[config.mk]
export PLATFORM = sky130hd
export DESIGN_NAME = bbc_glue
export DESIGN_NICKNAME = d
export VERILOG_FILES = /design/src/design/bbc_glue_pkg.sv /design/src/design/bbc_glue.sv /design/src/design/bus_result.sv /design/src/design/display_addr_xlate.sv /design/src/design/system_latches.sv /design/src/design/address_decode.sv
export SDC_FILE = /design/constraint.sdc
export NUM_CORES = 1
export LEC_CHECK = 0
export ABC_AREA = 1
export ABC_CLOCK_PERIOD_IN_PS = 4900
export BUFFER_PORTS_ARGS = -buffer_cell sky130_fd_sc_hd__buf_2
export CELL_PAD_IN_SITES_DETAIL_PLACEMENT = 1
export CELL_PAD_IN_SITES_GLOBAL_PLACEMENT = 2
export CORE_MARGIN = 2
export CORE_UTILIZATION = 21
export CTS_CLUSTER_SIZE = 24
export DETAILED_ROUTE_END_ITERATION = 8
export PLACE_DENSITY = 0.85
export SLEW_MARGIN = 0
export SYNTH_ARGS = -nofsm -noshare
export SYNTH_HDL_FRONTEND = slang
export SYNTH_SLANG_ARGS = --single-unit
export TNS_END_PERCENT = 30
[constraint.sdc]
create_clock -name CLK48M_I -period 4.9 [get_ports CLK48M_I]
set_input_delay 1.47 -clock CLK48M_I [delete_from_list [all_inputs] [get_ports CLK48M_I]]
set_output_delay 1.47 -clock CLK48M_I [all_outputs]
set_load 0.02 [all_outputs]
[src/design/bbc_glue_pkg.sv]
`default_nettype none

package bbc_glue_pkg;

	// 6502 bus as seen by the glue logic
	typedef struct packed {
		logic [15:0] addr;
		logic [7:0]  wdata;
		logic        r_nw;
		logic        sync;
	} cpu_bus_t;

	// Region and device selects
	typedef struct packed {
		logic ram;
		logic rom;
		logic mos;
		logic fred;
		logic jim;
		logic sheila;
		logic crtc;
		logic romsel;
		logic acccon;
		logic sys_via;
		logic user_via;
	} dev_sel_t;

	// Master access control register at 0xFE34
	typedef struct packed {
		logic irr;
		logic tst;
		logic ifj;
		logic itu;
		logic y;
		logic x;
		logic e;
		logic d;
	} acccon_t;

	// Screen wrap modes held in IC32 bits 5:4
	typedef enum logic [1:0] {
		MODE_3   = 2'd0,
		MODE_6   = 2'd1,
		MODE_012 = 2'd2,
		MODE_45  = 2'd3
	} disp_mode_e;

	// Addressable latch IC32
	typedef struct packed {
		logic       shift_lock_led_n;
		logic       caps_lock_led_n;
		disp_mode_e disp_addr_offs;
		logic       keyb_enable_n;
		logic       speech_read_n;
		logic       speech_write_n;
		logic       sound_enable_n;
	} ic32_t;

	// 6845 refresh address and raster row
	typedef struct packed {
		logic [13:0] ma;
		logic [4:0]  ra;
	} crtc_addr_t;

	// IO pages
	localparam logic [7:0] PAGE_FRED   = 8'hFC;
	localparam logic [7:0] PAGE_JIM    = 8'hFD;
	localparam logic [7:0] PAGE_SHEILA = 8'hFE;

	// Opcode fetch from 0xC000-0xDFFF marks a VDU driver op
	localparam logic [2:0] VDU_OP_TOP = 3'b110;

	localparam int DISP_W = 15;

endpackage

`default_nettype wire
[src/design/bbc_glue.sv]
`timescale 1ns/1ps
`default_nettype none

module bbc_glue (
	input  logic                     CLK48M_I,
	input  logic                     reset_n,
	input  logic                     cpu_clken_i,
	input  logic                     phi0_i,
	input  logic                     model_i,
	input  bbc_glue_pkg::cpu_bus_t   cpu_i,
	input  bbc_glue_pkg::crtc_addr_t crtc_i,
	input  logic [7:0]               via_pb_i,
	input  logic [7:0]               mem_di_i,
	output logic [7:0]               cpu_di_o,
	output bbc_glue_pkg::dev_sel_t   sel_o,
	output logic [7:0]               romsel_o,
	output bbc_glue_pkg::acccon_t    acccon_o,
	output bbc_glue_pkg::ic32_t      ic32_o,
	output logic                     shadow_ram_o,
	output logic                     shadow_vid_o,
	output logic                     irq_o,
	output logic [15:0]              mem_adr_o,
	output logic                     mem_we_o
);

	import bbc_glue_pkg::*;

	dev_sel_t          sel;
	logic [7:0]        romsel;
	acccon_t           acccon;
	ic32_t             ic32;
	logic              vdu_op;
	logic [DISP_W-1:0] disp_a;

	address_decode u_address_decode (
		.addr_i  (cpu_i),
		.model_i (model_i),
		.sel_o   (sel)
	);

	system_latches u_system_latches (
		.CLK48M_I    (CLK48M_I),
		.reset_n     (reset_n),
		.cpu_clken_i (cpu_clken_i),
		.model_i     (model_i),
		.cpu_i       (cpu_i),
		.sel_i       (sel),
		.via_pb_i    (via_pb_i),
		.romsel_o    (romsel),
		.acccon_o    (acccon),
		.ic32_o      (ic32),
		.vdu_op_o    (vdu_op)
	);

	display_addr_xlate u_display_addr_xlate (
		.crtc_i   (crtc_i),
		.mode_i   (ic32.disp_addr_offs),
		.disp_a_o (disp_a)
	);

	bus_result u_bus_result (
		.model_i      (model_i),
		.phi0_i       (phi0_i),
		.cpu_i        (cpu_i),
		.sel_i        (sel),
		.romsel_i     (romsel),
		.acccon_i     (acccon),
		.vdu_op_i     (vdu_op),
		.disp_a_i     (disp_a),
		.mem_di_i     (mem_di_i),
		.cpu_di_o     (cpu_di_o),
		.shadow_ram_o (shadow_ram_o),
		.mem_adr_o    (mem_adr_o),
		.mem_we_o     (mem_we_o)
	);

	assign sel_o        = sel;
	assign romsel_o     = romsel;
	assign acccon_o     = acccon;
	assign ic32_o       = ic32;
	// Video fetches from shadow RAM
	assign shadow_vid_o = acccon.d;
	assign irq_o        = acccon.irr;

endmodule

`default_nettype wire

[src/design/bus_result.sv]
`timescale 1ns/1ps
`default_nettype none

module bus_result (
	input  logic                            model_i,
	input  logic                            phi0_i,
	input  bbc_glue_pkg::cpu_bus_t          cpu_i,
	input  bbc_glue_pkg::dev_sel_t          sel_i,
	input  logic [7:0]                      romsel_i,
	input  bbc_glue_pkg::acccon_t           acccon_i,
	input  logic                            vdu_op_i,
	input  logic [bbc_glue_pkg::DISP_W-1:0] disp_a_i,
	input  logic [7:0]                      mem_di_i,
	output logic [7:0]                      cpu_di_o,
	output logic                            shadow_ram_o,
	output logic [15:0]                     mem_adr_o,
	output logic                            mem_we_o
);

	import bbc_glue_pkg::*;

	logic shadow_range;

	// CPU read data with undecoded locations reading as zero
	always_comb begin
		if (sel_i.ram || sel_i.rom || sel_i.mos) begin
			cpu_di_o = mem_di_i;
		end else if (sel_i.romsel && model_i) begin
			cpu_di_o = romsel_i;
		end else if (sel_i.acccon) begin
			cpu_di_o = acccon_i;
		end else begin
			cpu_di_o = 8'h00;
		end
	end

	// Shadow window 0x3000-0x7FFF
	assign shadow_range = (cpu_i.addr[15:12] == 4'h3) || (cpu_i.addr[15:14] == 2'b01);

	// X maps all accesses, E only those made by VDU driver code
	assign shadow_ram_o = shadow_range &&
		(acccon_i.x || (acccon_i.e && vdu_op_i && !cpu_i.sync));

	// CPU owns memory in PHI0 high, video otherwise
	assign mem_adr_o = phi0_i ? cpu_i.addr : {1'b0, disp_a_i};
	assign mem_we_o  = phi0_i && !cpu_i.r_nw;

endmodule

`default_nettype wire

[src/design/display_addr_xlate.sv]
`timescale 1ns/1ps
`default_nettype none

module display_addr_xlate (
	input  bbc_glue_pkg::crtc_addr_t            crtc_i,
	input  bbc_glue_pkg::disp_mode_e            mode_i,
	output logic [bbc_glue_pkg::DISP_W-1:0]     disp_a_o
);

	import bbc_glue_pkg::*;

	logic [3:0] wrap_add;
	logic [3:0] hi_nib;

	// Offset that folds the 0x8000 wrap back to the screen start
	always_comb begin
		case (mode_i)
			MODE_3:   wrap_add = 4'd8;
			MODE_6:   wrap_add = 4'd12;
			MODE_012: wrap_add = 4'd6;
			MODE_45:  wrap_add = 4'd11;
			default:  wrap_add = 4'd0;
		endcase
	end

	// Adjust only once MA has run past the top of memory
	assign hi_nib = crtc_i.ma[12] ? (crtc_i.ma[11:8] + wrap_add) : crtc_i.ma[11:8];

	always_comb begin
		if (crtc_i.ma[13]) begin
			// Teletext character codes sit at 0x7C00 upward
			disp_a_o = {hi_nib[3], 4'b1111, crtc_i.ma[9:0]};
		end else begin
			// Bitmap modes use eight rows per character cell
			disp_a_o = {hi_nib, crtc_i.ma[7:0], crtc_i.ra[2:0]};
		end
	end

endmodule

`default_nettype wire

[src/design/system_latches.sv]
`timescale 1ns/1ps
`default_nettype none

module system_latches (
	input  logic                   CLK48M_I,
	input  logic                   reset_n,
	input  logic                   cpu_clken_i,
	input  logic                   model_i,
	input  bbc_glue_pkg::cpu_bus_t cpu_i,
	input  bbc_glue_pkg::dev_sel_t sel_i,
	input  logic [7:0]             via_pb_i,
	output logic [7:0]             romsel_o,
	output bbc_glue_pkg::acccon_t  acccon_o,
	output bbc_glue_pkg::ic32_t    ic32_o,
	output logic                   vdu_op_o
);

	import bbc_glue_pkg::*;

	logic [7:0] romsel_q;
	acccon_t    acccon_q;
	logic [7:0] ic32_q;
	logic       vdu_op_q;
	logic       cpu_wr;

	// Register writes only in the CPU cycle
	assign cpu_wr = cpu_clken_i && !cpu_i.r_nw;

	// ROM select latch
	always_ff @(posedge CLK48M_I) begin
		if (!reset_n) begin
			romsel_q <= '0;
		end else if (cpu_wr && sel_i.romsel) begin
			// Model B has no bit 7 on the latch
			romsel_q <= {model_i & cpu_i.wdata[7], cpu_i.wdata[6:0]};
		end
	end

	// Access control register exists only in the Master decode
	always_ff @(posedge CLK48M_I) begin
		if (!reset_n) begin
			acccon_q <= '0;
		end else if (cpu_wr && sel_i.acccon) begin
			acccon_q <= acccon_t'(cpu_i.wdata);
		end
	end

	// Remember where the last opcode came from
	always_ff @(posedge CLK48M_I) begin
		if (!reset_n) begin
			vdu_op_q <= 1'b0;
		end else if (cpu_clken_i && cpu_i.sync) begin
			vdu_op_q <= (cpu_i.addr[15:13] == VDU_OP_TOP);
		end
	end

	// IC32 addressable latch where PB2:0 select the bit and PB3 gives the value
	always_ff @(posedge CLK48M_I) begin
		if (!reset_n) begin
			ic32_q <= '0;
		end else begin
			ic32_q[via_pb_i[2:0]] <= via_pb_i[3];
		end
	end

	assign romsel_o = romsel_q;
	assign acccon_o = acccon_q;
	assign ic32_o   = ic32_t'(ic32_q);
	assign vdu_op_o = vdu_op_q;

endmodule

`default_nettype wire

[src/design/address_decode.sv]
`timescale 1ns/1ps
`default_nettype none

module address_decode (
	input  bbc_glue_pkg::cpu_bus_t addr_i,
	input  logic                   model_i,
	output bbc_glue_pkg::dev_sel_t sel_o
);

	import bbc_glue_pkg::*;

	logic [15:0] a;
	logic [7:0]  page;
	logic        io_page;
	logic        romsel_b;
	logic        romsel_m;

	assign a    = addr_i.addr;
	assign page = a[15:8];

	assign io_page = (page == PAGE_FRED) || (page == PAGE_JIM) || (page == PAGE_SHEILA);

	// Model B mirrors ROMSEL over FE30-FE3F, Master only FE30-FE33
	assign romsel_b = (a[7:4] == 4'h3);
	assign romsel_m = (a[7:2] == 6'b0011_00);

	always_comb begin
		sel_o = '0;

		// Memory regions
		sel_o.ram = ~a[15];
		sel_o.rom = (a[15:14] == 2'b10);
		// Page FF belongs to the MOS ROM
		sel_o.mos = (a[15:14] == 2'b11) && !io_page;

		sel_o.fred   = (page == PAGE_FRED);
		sel_o.jim    = (page == PAGE_JIM);
		sel_o.sheila = (page == PAGE_SHEILA);

		if (sel_o.sheila) begin
			sel_o.crtc     = (a[7:3] == 5'b0_0000);
			sel_o.romsel   = model_i ? romsel_m : romsel_b;
			sel_o.acccon   = model_i && (a[7:2] == 6'b0011_01);
			sel_o.sys_via  = (a[7:5] == 3'b010);
			sel_o.user_via = (a[7:5] == 3'b011);
		end
	end

endmodule

`default_nettype wire

==> summary.txt, run 1 <==
CTS
  – Clock sink count: 25
  – Clk Latency, worst-skew pair: 0.27 ns
  – Max Buffers Root-to-Sink: 2
  – H-tree Lvls: 1
  – CTS tree: built
  – Clk pin slew, worst setup/hold paths: 0.09 ns
  – Post_cts resized: 0
  – CTS root buffer: clkbuf_8
  – CTS Hold Bufs: 0
  – Setup Fix Bufs, Post-CTS: 0
  – Num CTS Buffers: 3

Cells and area
  – Commonest non-fill, non-tap cell in the layout: buf_2
  – Commonest cells after routing, fill and taps aside: 122 x buf_2, 76 x nand2_1, 41 x nor2_1
  – Share of cells above drive strength 1: 32.2%
  – Fillers: 1185
  – Syn-to-layout area delta: 38.3%
  – Final nets: 505
  – Antenna cells: 0

Floorplanning
  – Row count: 34
  – Core Box Area: 8760 sq um
  – Starting Density: 21.7%
  – Chip height: 99.3 microns
  – Die width: 99.3 microns
  – Num ports: 129
  – Die area: 9850 sq um

Synth
  – Post-synthesis cell type count: 35
  – Cells after Synth: 316
  – Synthesized area per cell: 6.03 sq um
  – Yosys reg bits: 25
  – Mapped cell area: 1910 sq um
  – Yosys warning count: 0
  – Mapped Nets: 388
  – Sequential element share of the synthesized area: 26.3%

Hold path
  – Min-Delay Startpoint: u_system_latches.ic32_o[1]
  – WHS Endpoint: u_system_latches.ic32_o[1]
  – Worst hold path depth: 2
  – Worst hold path type: flip-flop to flip-flop

Global routing
  – Initial antenna violation count: 0
  – First-pass GRT wire length: 11900 microns
  – Grt total ovfl: 0
  – All-Layer GR Usage: 14.5%
  – Largest net degree at the start of global routing: 18
  – Vias in the first global route: 2496

Run status
  – Outcome: finished clean

Critical path
  – CP max-delay cell: o21ai_1
  – Reg2Reg Capture Point: u_system_latches.acccon_o[1]
  – Max incr delay on CP: 0.70 ns
  – Buf/Inv on CP: 2
  – Worst R2R Start: u_system_latches.acccon_o[1]
  – Worst path cell trace: buf_2, nand2_1, nor2_1, o21ai_1, nand2_1, nand3_1, buf_2
  – Worst r2r path cells: 4
  – R2R Setup Slk: 4.18 ns
  – Crit start category: input pin
  – Crit-path max FO: 9
  – Crit end category: output pin
  – Worst Path Required: 3.43 ns
  – Worst path top cell family by delay: compound AO/OA/AOI/OAI gates
  – Setup CP Type: input pin to output pin
  – Worst EP arrival: 2.88 ns

Pwr
  – Total power: 0.484 mW
  – Pwr dens: 183 nW/um^2
  – Maximum vdd ir drop: 0.0868 mV
  – Leak pwr: 1.43 nW

STA
  – Final Hold Fails: 0
  – Clock skew: 0 ns
  – Slew @ Worst Pin: 0.886 ns
  – Final worst-path cycle share: 88.7%
  – Slew headroom: 40.5%
  – Final setup viols: 0
  – Fmax: 230 MHz
  – Setup TNS: 0 ns
  – Crit path time final: 4.35 ns
  – RSZ-0062 raised after global routing: false
  – Max-slew violations: 0

Detailed routing
  – Iter 0 DRT Violations: 51
  – # DRC: 0
  – Final WL: 7280 microns
  – Routed Antenna Nets: 0
  – Via count: 2441
  – Vias per inst: 4.52
  – Routed len/inst: 13.5 microns
  – Router iterations before antenna repair: 4

Placement
  – GPL Wtd Cong: 0.804
  – Dpl hpwl: 5930 microns
  – Port bufs: 122

Flow run
  – Max-cap violations: 0
[power breakdown]
group          switching, mW  internal, mW
sequential           0.00189         0.207
clock                 0.0684        0.0569
combinational         0.0962        0.0537
total                  0.167         0.317
[registers in the layout (all words and copies together), names as in the netlist]
signal,count
u_system_latches.acccon_o,8
u_system_latches.ic32_o,8
u_system_latches.romsel_o,8
u_system_latches.vdu_op_o,1
[worst max-delay path by stage]
| stage | startpoint | to | slack [ns] | cells after the start |
|---|---|---|---|---|
| floorplan | crtc_i[13] | mem_adr_o[13] | 0.82 | 6 |
| finish | cpu_i[21] | cpu_di_o[6] | 0.55 | 7 |
| global route | cpu_i[21] | sel_o[8] | 0.33 | 7 |
| detailed placement | cpu_i[21] | cpu_di_o[2] | 0.46 | 7 |
| CTS | cpu_i[21] | cpu_di_o[2] | 0.45 | 7 |
| global placement | cpu_i[21] | cpu_di_o[4] | 0.53 | 7 |
[area by class of cell]
type                            count  area, sq um  share of cell area, %
Sequential cell                    25          500                   19.0
Timing Repair Buffer              122          611                   23.2
Inverter                           45          170                   6.45
Clock inverter                      1         5.00                  0.190
Clock buffer                        3         41.3                   1.57
Tap cell                          108          135                   5.13
Multi-Input combinational cell    236         1170                   44.5
[cells by family (layout without fill, tap and decap cells)]
logic type / after synthesis / after routing / share of synthesized area (%)
simple gates: 170 / 170 / 40.2
compound gates: 58 / 58 / 16.2
buf+inv: 55 / 171 / 12.1
flops: 25 / 25 / 26.3
fa+ha+maj: 6 / 6 / 4.33
xor+xnor: 2 / 2 / 0.919
[through the flow]
stage                     cells  setup slack [ns]  area [sq um]  hold slack, ns  utilization (%)
after global placement      536             0.534          2590           0.431             29.6
after global routing        540             0.327          2640           0.470             30.1
after detailed placement    536             0.460          2590           0.437             29.6
after floorplan             316             0.821          1910           0.454                -
after CTS                   540             0.455          2640           0.451             30.1
final                       540             0.555          2640           0.447             30.1
[metal layers]
layer / GRT usage [%] / vias to the layer above / share of wire [%]
met4: 2.85 / 0 / 0.43
met3: 1.76 / 2 / 5.9
met5: 0 / - / 0
li1: - / 1247 / -
met1: 18.9 / 1118 / 45
met2: 25.7 / 74 / 48
[synth_stat cells]
| cell type | instances | area (sq um) |
|---|---|---|
| nand2_1 | 76 | 285 |
| nor2_1 | 41 | 154 |
| inv_1 | 40 | 150 |
| a21oi_1 | 37 | 185 |
| nand3_1 | 37 | 185 |
| dfxtp_1 | 25 | 500 |
| o21ai_0 | 13 | 65.1 |
| clkbuf_1 | 5 | 18.8 |
| ha_1 | 5 | 62.6 |
| nor3_1 | 4 | 20.0 |
| a22oi_1 | 3 | 22.5 |
| nor2_4 | 3 | 33.8 |
| buf_4 | 2 | 15.0 |
| buf_6 | 2 | 22.5 |
| clkinv_1 | 2 | 7.51 |
| inv_2 | 2 | 7.51 |
| a21oi_2 | 1 | 8.76 |
| a31oi_1 | 1 | 6.26 |
| buf_2 | 1 | 5.00 |
| clkinv_2 | 1 | 5.00 |
| fa_1 | 1 | 20.0 |
| nand2_2 | 1 | 6.26 |
| nand2_4 | 1 | 11.3 |
| nand3_2 | 1 | 10.0 |
| nand3_4 | 1 | 17.5 |
| nand4_1 | 1 | 6.26 |
| nor2_2 | 1 | 6.26 |
| nor3_4 | 1 | 16.3 |
| nor3b_1 | 1 | 7.51 |
| nor4_1 | 1 | 6.26 |
| o21ai_1 | 1 | 5.00 |
| o22a_1 | 1 | 8.76 |
| o22ai_1 | 1 | 6.26 |
| xnor2_1 | 1 | 8.76 |
| xor2_1 | 1 | 8.76 |
[worst reg2reg max path, cell delays in order (launching register included)]
cell,delay [ns]
dfxtp_1,0.41
inv_1,0.06
nand2_1,0.06
nand2_1,0.05
nor2_1,0.08
No activity file was read; power rests on OpenSTA's default activity.
==> inputs of run 2 (changes only) <==
- ABC_AREA: 1 -> 0
- CORE_UTILIZATION: 21 -> 23
==> summary.txt, run 2 <==
Synth
  – Synthesized area per cell: 7.84 sq um (+30%)
  – Ys async rst share: 0% (unchanged)
  – Yosys warning count: 0 (unchanged)
  – Most common cell in the netlist: nand2_1
  – Mapped Nets: 313 (-19%)
  – Yosys reg bits: 25 (unchanged)
  – Synth cell count leaders: 46 x nand2_1, 32 x mux2i_1, 25 x dfxtp_1
  – Post-synthesis cell type count: 41 (+17%)
  – Sequential element share of the synthesized area: 26.5% (+0.21 points)
  – Yosys top cell area share: 26.5% (+0.21 points)
  – Yosys top cell by area: dfxtp_1
  – Cells after Synth: 241 (-24%)
  – Mapped cell area: 1890 sq um (-0.79%)
  – Ys flop type: dfxtp_1
  – Largest cells by area after synthesis: dfxtp_1 26%, mux2i_1 17%, nand2_1 9.1%
  – EDFF count, synth: 0 (unchanged)

CTS
  – H-tree Lvls: 1 (unchanged)
  – Clk Latency, worst-skew pair: 0.27 ns (about the same)
  – CTS Hold Bufs: 0 (unchanged)
  – CTS root buffer: clkbuf_8
  – Max Buffers Root-to-Sink: 2 (unchanged)
  – Post_cts resized: 0 (unchanged)
  – Setup Fix Bufs, Post-CTS: 0 (unchanged)
  – Num CTS Buffers: 3 (unchanged)
  – CTS tree: built
  – Clock sink count: 25 (unchanged)
  – Clk pin slew, worst setup/hold paths: 0.09 ns (about the same)

Hold path
  – Min-Delay Startpoint: u_system_latches.ic32_o[1]
  – Worst hold path depth: 2 (unchanged)
  – Worst hold path type: flip-flop to flip-flop
  – WHS Endpoint: u_system_latches.ic32_o[1]

Pwr
  – Leak pwr: 1.35 nW (-5.4%)
  – Maximum vdd ir drop: 0.0971 mV (+12%)
  – Pwr dens: 179 nW/um^2 (-2.5%)

STA
  – Slew headroom: 45.5% (+5.0 points)
  – Final setup viols: 0 (unchanged)
  – Clock skew: 0 ns (unchanged)
  – Hold slack: 0.471 ns (+0.0240 ns)
  – RSZ-0062 raised after global routing: false
  – Final Hold Fails: 0 (unchanged)
  – Slew @ Worst Pin: 0.811 ns (-0.0750 ns)
  – Max-slew violations: 0 (unchanged)
  – Final worst-path cycle share: 90.6% (+1.9 points)
  – Setup TNS: 0 ns (unchanged)
  – Fmax: 225 MHz (-2.1%)
  – Crit path time final: 4.44 ns (+0.0937 ns)

Critical path
  – Setup CP Type: input pin to output pin
  – Worst path top cell family by delay: simple AND/OR/NAND/NOR gates
  – Crit-path max FO: 9 (unchanged)
  – Max incr delay on CP: 0.59 ns (-0.11 ns)
  – Crit end category: output pin
  – Buf/Inv on CP: 3 (+1)
  – Reg2Reg Capture Point: u_system_latches.ic32_o[4]
  – Worst r2r path cells: 4 (unchanged)
  – R2R Setup Slk: 4.15 ns (-0.03 ns)
  – Worst Path Required: 3.43 ns (about the same)
  – Worst EP arrival: 2.97 ns (+0.09 ns)
  – Worst path cell trace: buf_2, nand2_2, or4_1, nor3_2, buf_4, a221o_1, buf_2
  – CP max-delay cell: or4_1
  – Crit start category: input pin
  – Worst R2R Start: u_system_latches.ic32_o[4]
  – CP most frequent cell: buf_2

Floorplanning
  – Num ports: 129 (unchanged)
  – Core Box Area: 8090 sq um (-7.7%)
  – Die width: 94.7 microns (-4.6%)
  – Starting Density: 23.4% (+1.6 points)
  – Die area: 8960 sq um (-9.0%)
  – Row count: 33 (-2.9%)
  – Chip height: 94.7 microns (-4.6%)

Cells and area
  – Fillers: 1044 (-12%)
  – Share of the core filled with cells: 32.6% (+2.5 points)
  – Syn-to-layout area delta: 39.6%
  – Antenna cells: 0 (unchanged)
  – Commonest cells after routing, fill and taps aside: 122 x buf_2, 46 x nand2_1, 32 x mux2i_1
  – Final nets: 428 (-15%)
  – Commonest non-fill, non-tap cell in the layout: buf_2
  – Share of cells above drive strength 1: 38.6% (+6.4 points)

Placement
  – Dpl hpwl: 5330 microns (-10%)
  – Port bufs: 122 (unchanged)
  – GPL Wtd Cong: 0.764 (-4.9%)

Detailed routing
  – Iter 0 DRT Violations: 77 (+51%)
  – Top sig layer: met4
  – WL met2: 3120 microns (-11%)
  – Met1 wire length: 3000 microns (-9.1%)
  – # DRC: 0 (unchanged)
  – Final WL: 6660 microns (-8.5%)
  – Vias per inst: 4.74 (+4.9%)
  – Routed Antenna Nets: 0 (unchanged)
  – Router iterations before antenna repair: 4 (unchanged)
  – Via count: 2181 (-11%)
  – Routed met3 length: 510 microns (+19%)
  – Routed len/inst: 14.5 microns (+7.4%)

Global routing
  – Grt total ovfl: 0 (unchanged)
  – All-Layer GR Usage: 14.8% (+0.30 points)
  – First-pass GRT wire length: 10800 microns (-9.6%)
  – Largest net degree at the start of global routing: 35 (+17)
  – Vias in the first global route: 2155 (-14%)
  – Initial antenna violation count: 0 (unchanged)

Flow run
  – Max-cap violations: 0 (unchanged)

Run status
  – Outcome: finished clean
-- run 2: worst reg2reg max path, stage by stage, from the launching register on --
cell and delay (ns):
dfxtp_1 0.36, inv_1 0.07, nor2_1 0.10, a21oi_1 0.05
nor2b_1 0.11
-- run 2: stage by stage --
step | worst slack (ns) | total power [mW] | instance area [sq um] | instances
floorplan | 0.387 | 0.293 | 1890 | 241
global placement | 0.490 | 0.352 | 2590 | 456
detailed placement | 0.458 | 0.355 | 2590 | 456
CTS | 0.452 | 0.477 | 2640 | 460
global route | 0.383 | 0.504 | 2640 | 460
finish | 0.461 | 0.472 | 2640 | 460
-- run 2: layout make-up --
type                       instances  area, sq um  share of cell area (%)
multi-input combinational        191         1290                    48.8
timing repair buffer             126          641                    24.3
sequential                        25          500                    19.0
tap                              105          131                    4.98
clock buffer                       3         41.3                    1.56
inverter                           9         33.8                    1.28
clock inverter                     1         5.00                   0.190
-- run 2: worst max path at each step --
stage / cells past startpoint / to / slack (ns) / startpoint
finish: 7 / cpu_di_o[1] / 0.46 / cpu_i[24]
global route: 7 / cpu_di_o[3] / 0.38 / cpu_i[24]
CTS: 7 / cpu_di_o[1] / 0.45 / cpu_i[24]
detailed placement: 7 / cpu_di_o[1] / 0.46 / cpu_i[24]
global placement: 7 / cpu_di_o[4] / 0.49 / cpu_i[24]
floorplan: 4 / cpu_di_o[0] / 0.39 / cpu_i[21]
-- run 2: per-layer routing --
metal	global-route usage [%]	up-vias
met3	2.87	2
met1	19.5	1032
met2	25.4	71
met4	2.17	0
met5	0	-
li1	-	1076
-- run 2: power breakdown --
part	switching (mW)	total (mW)	internal (mW)	leakage [nW]
combinational	0.0853	0.142	0.0567	1.12
sequential	0.00137	0.207	0.205	0.202
clock	0.0668	0.124	0.0568	0.0255
-- run 2: cell families after synthesis --
kind of cell    Yosys count  synth area share (%)
compound gates           36                  12.8
xor+xnor                  1                 0.463
fa+ha+maj                 6                  4.37
buf+inv                  25                  5.43
flops                    25                  26.5
mux                      32                  16.9
simple gates            116                  33.5
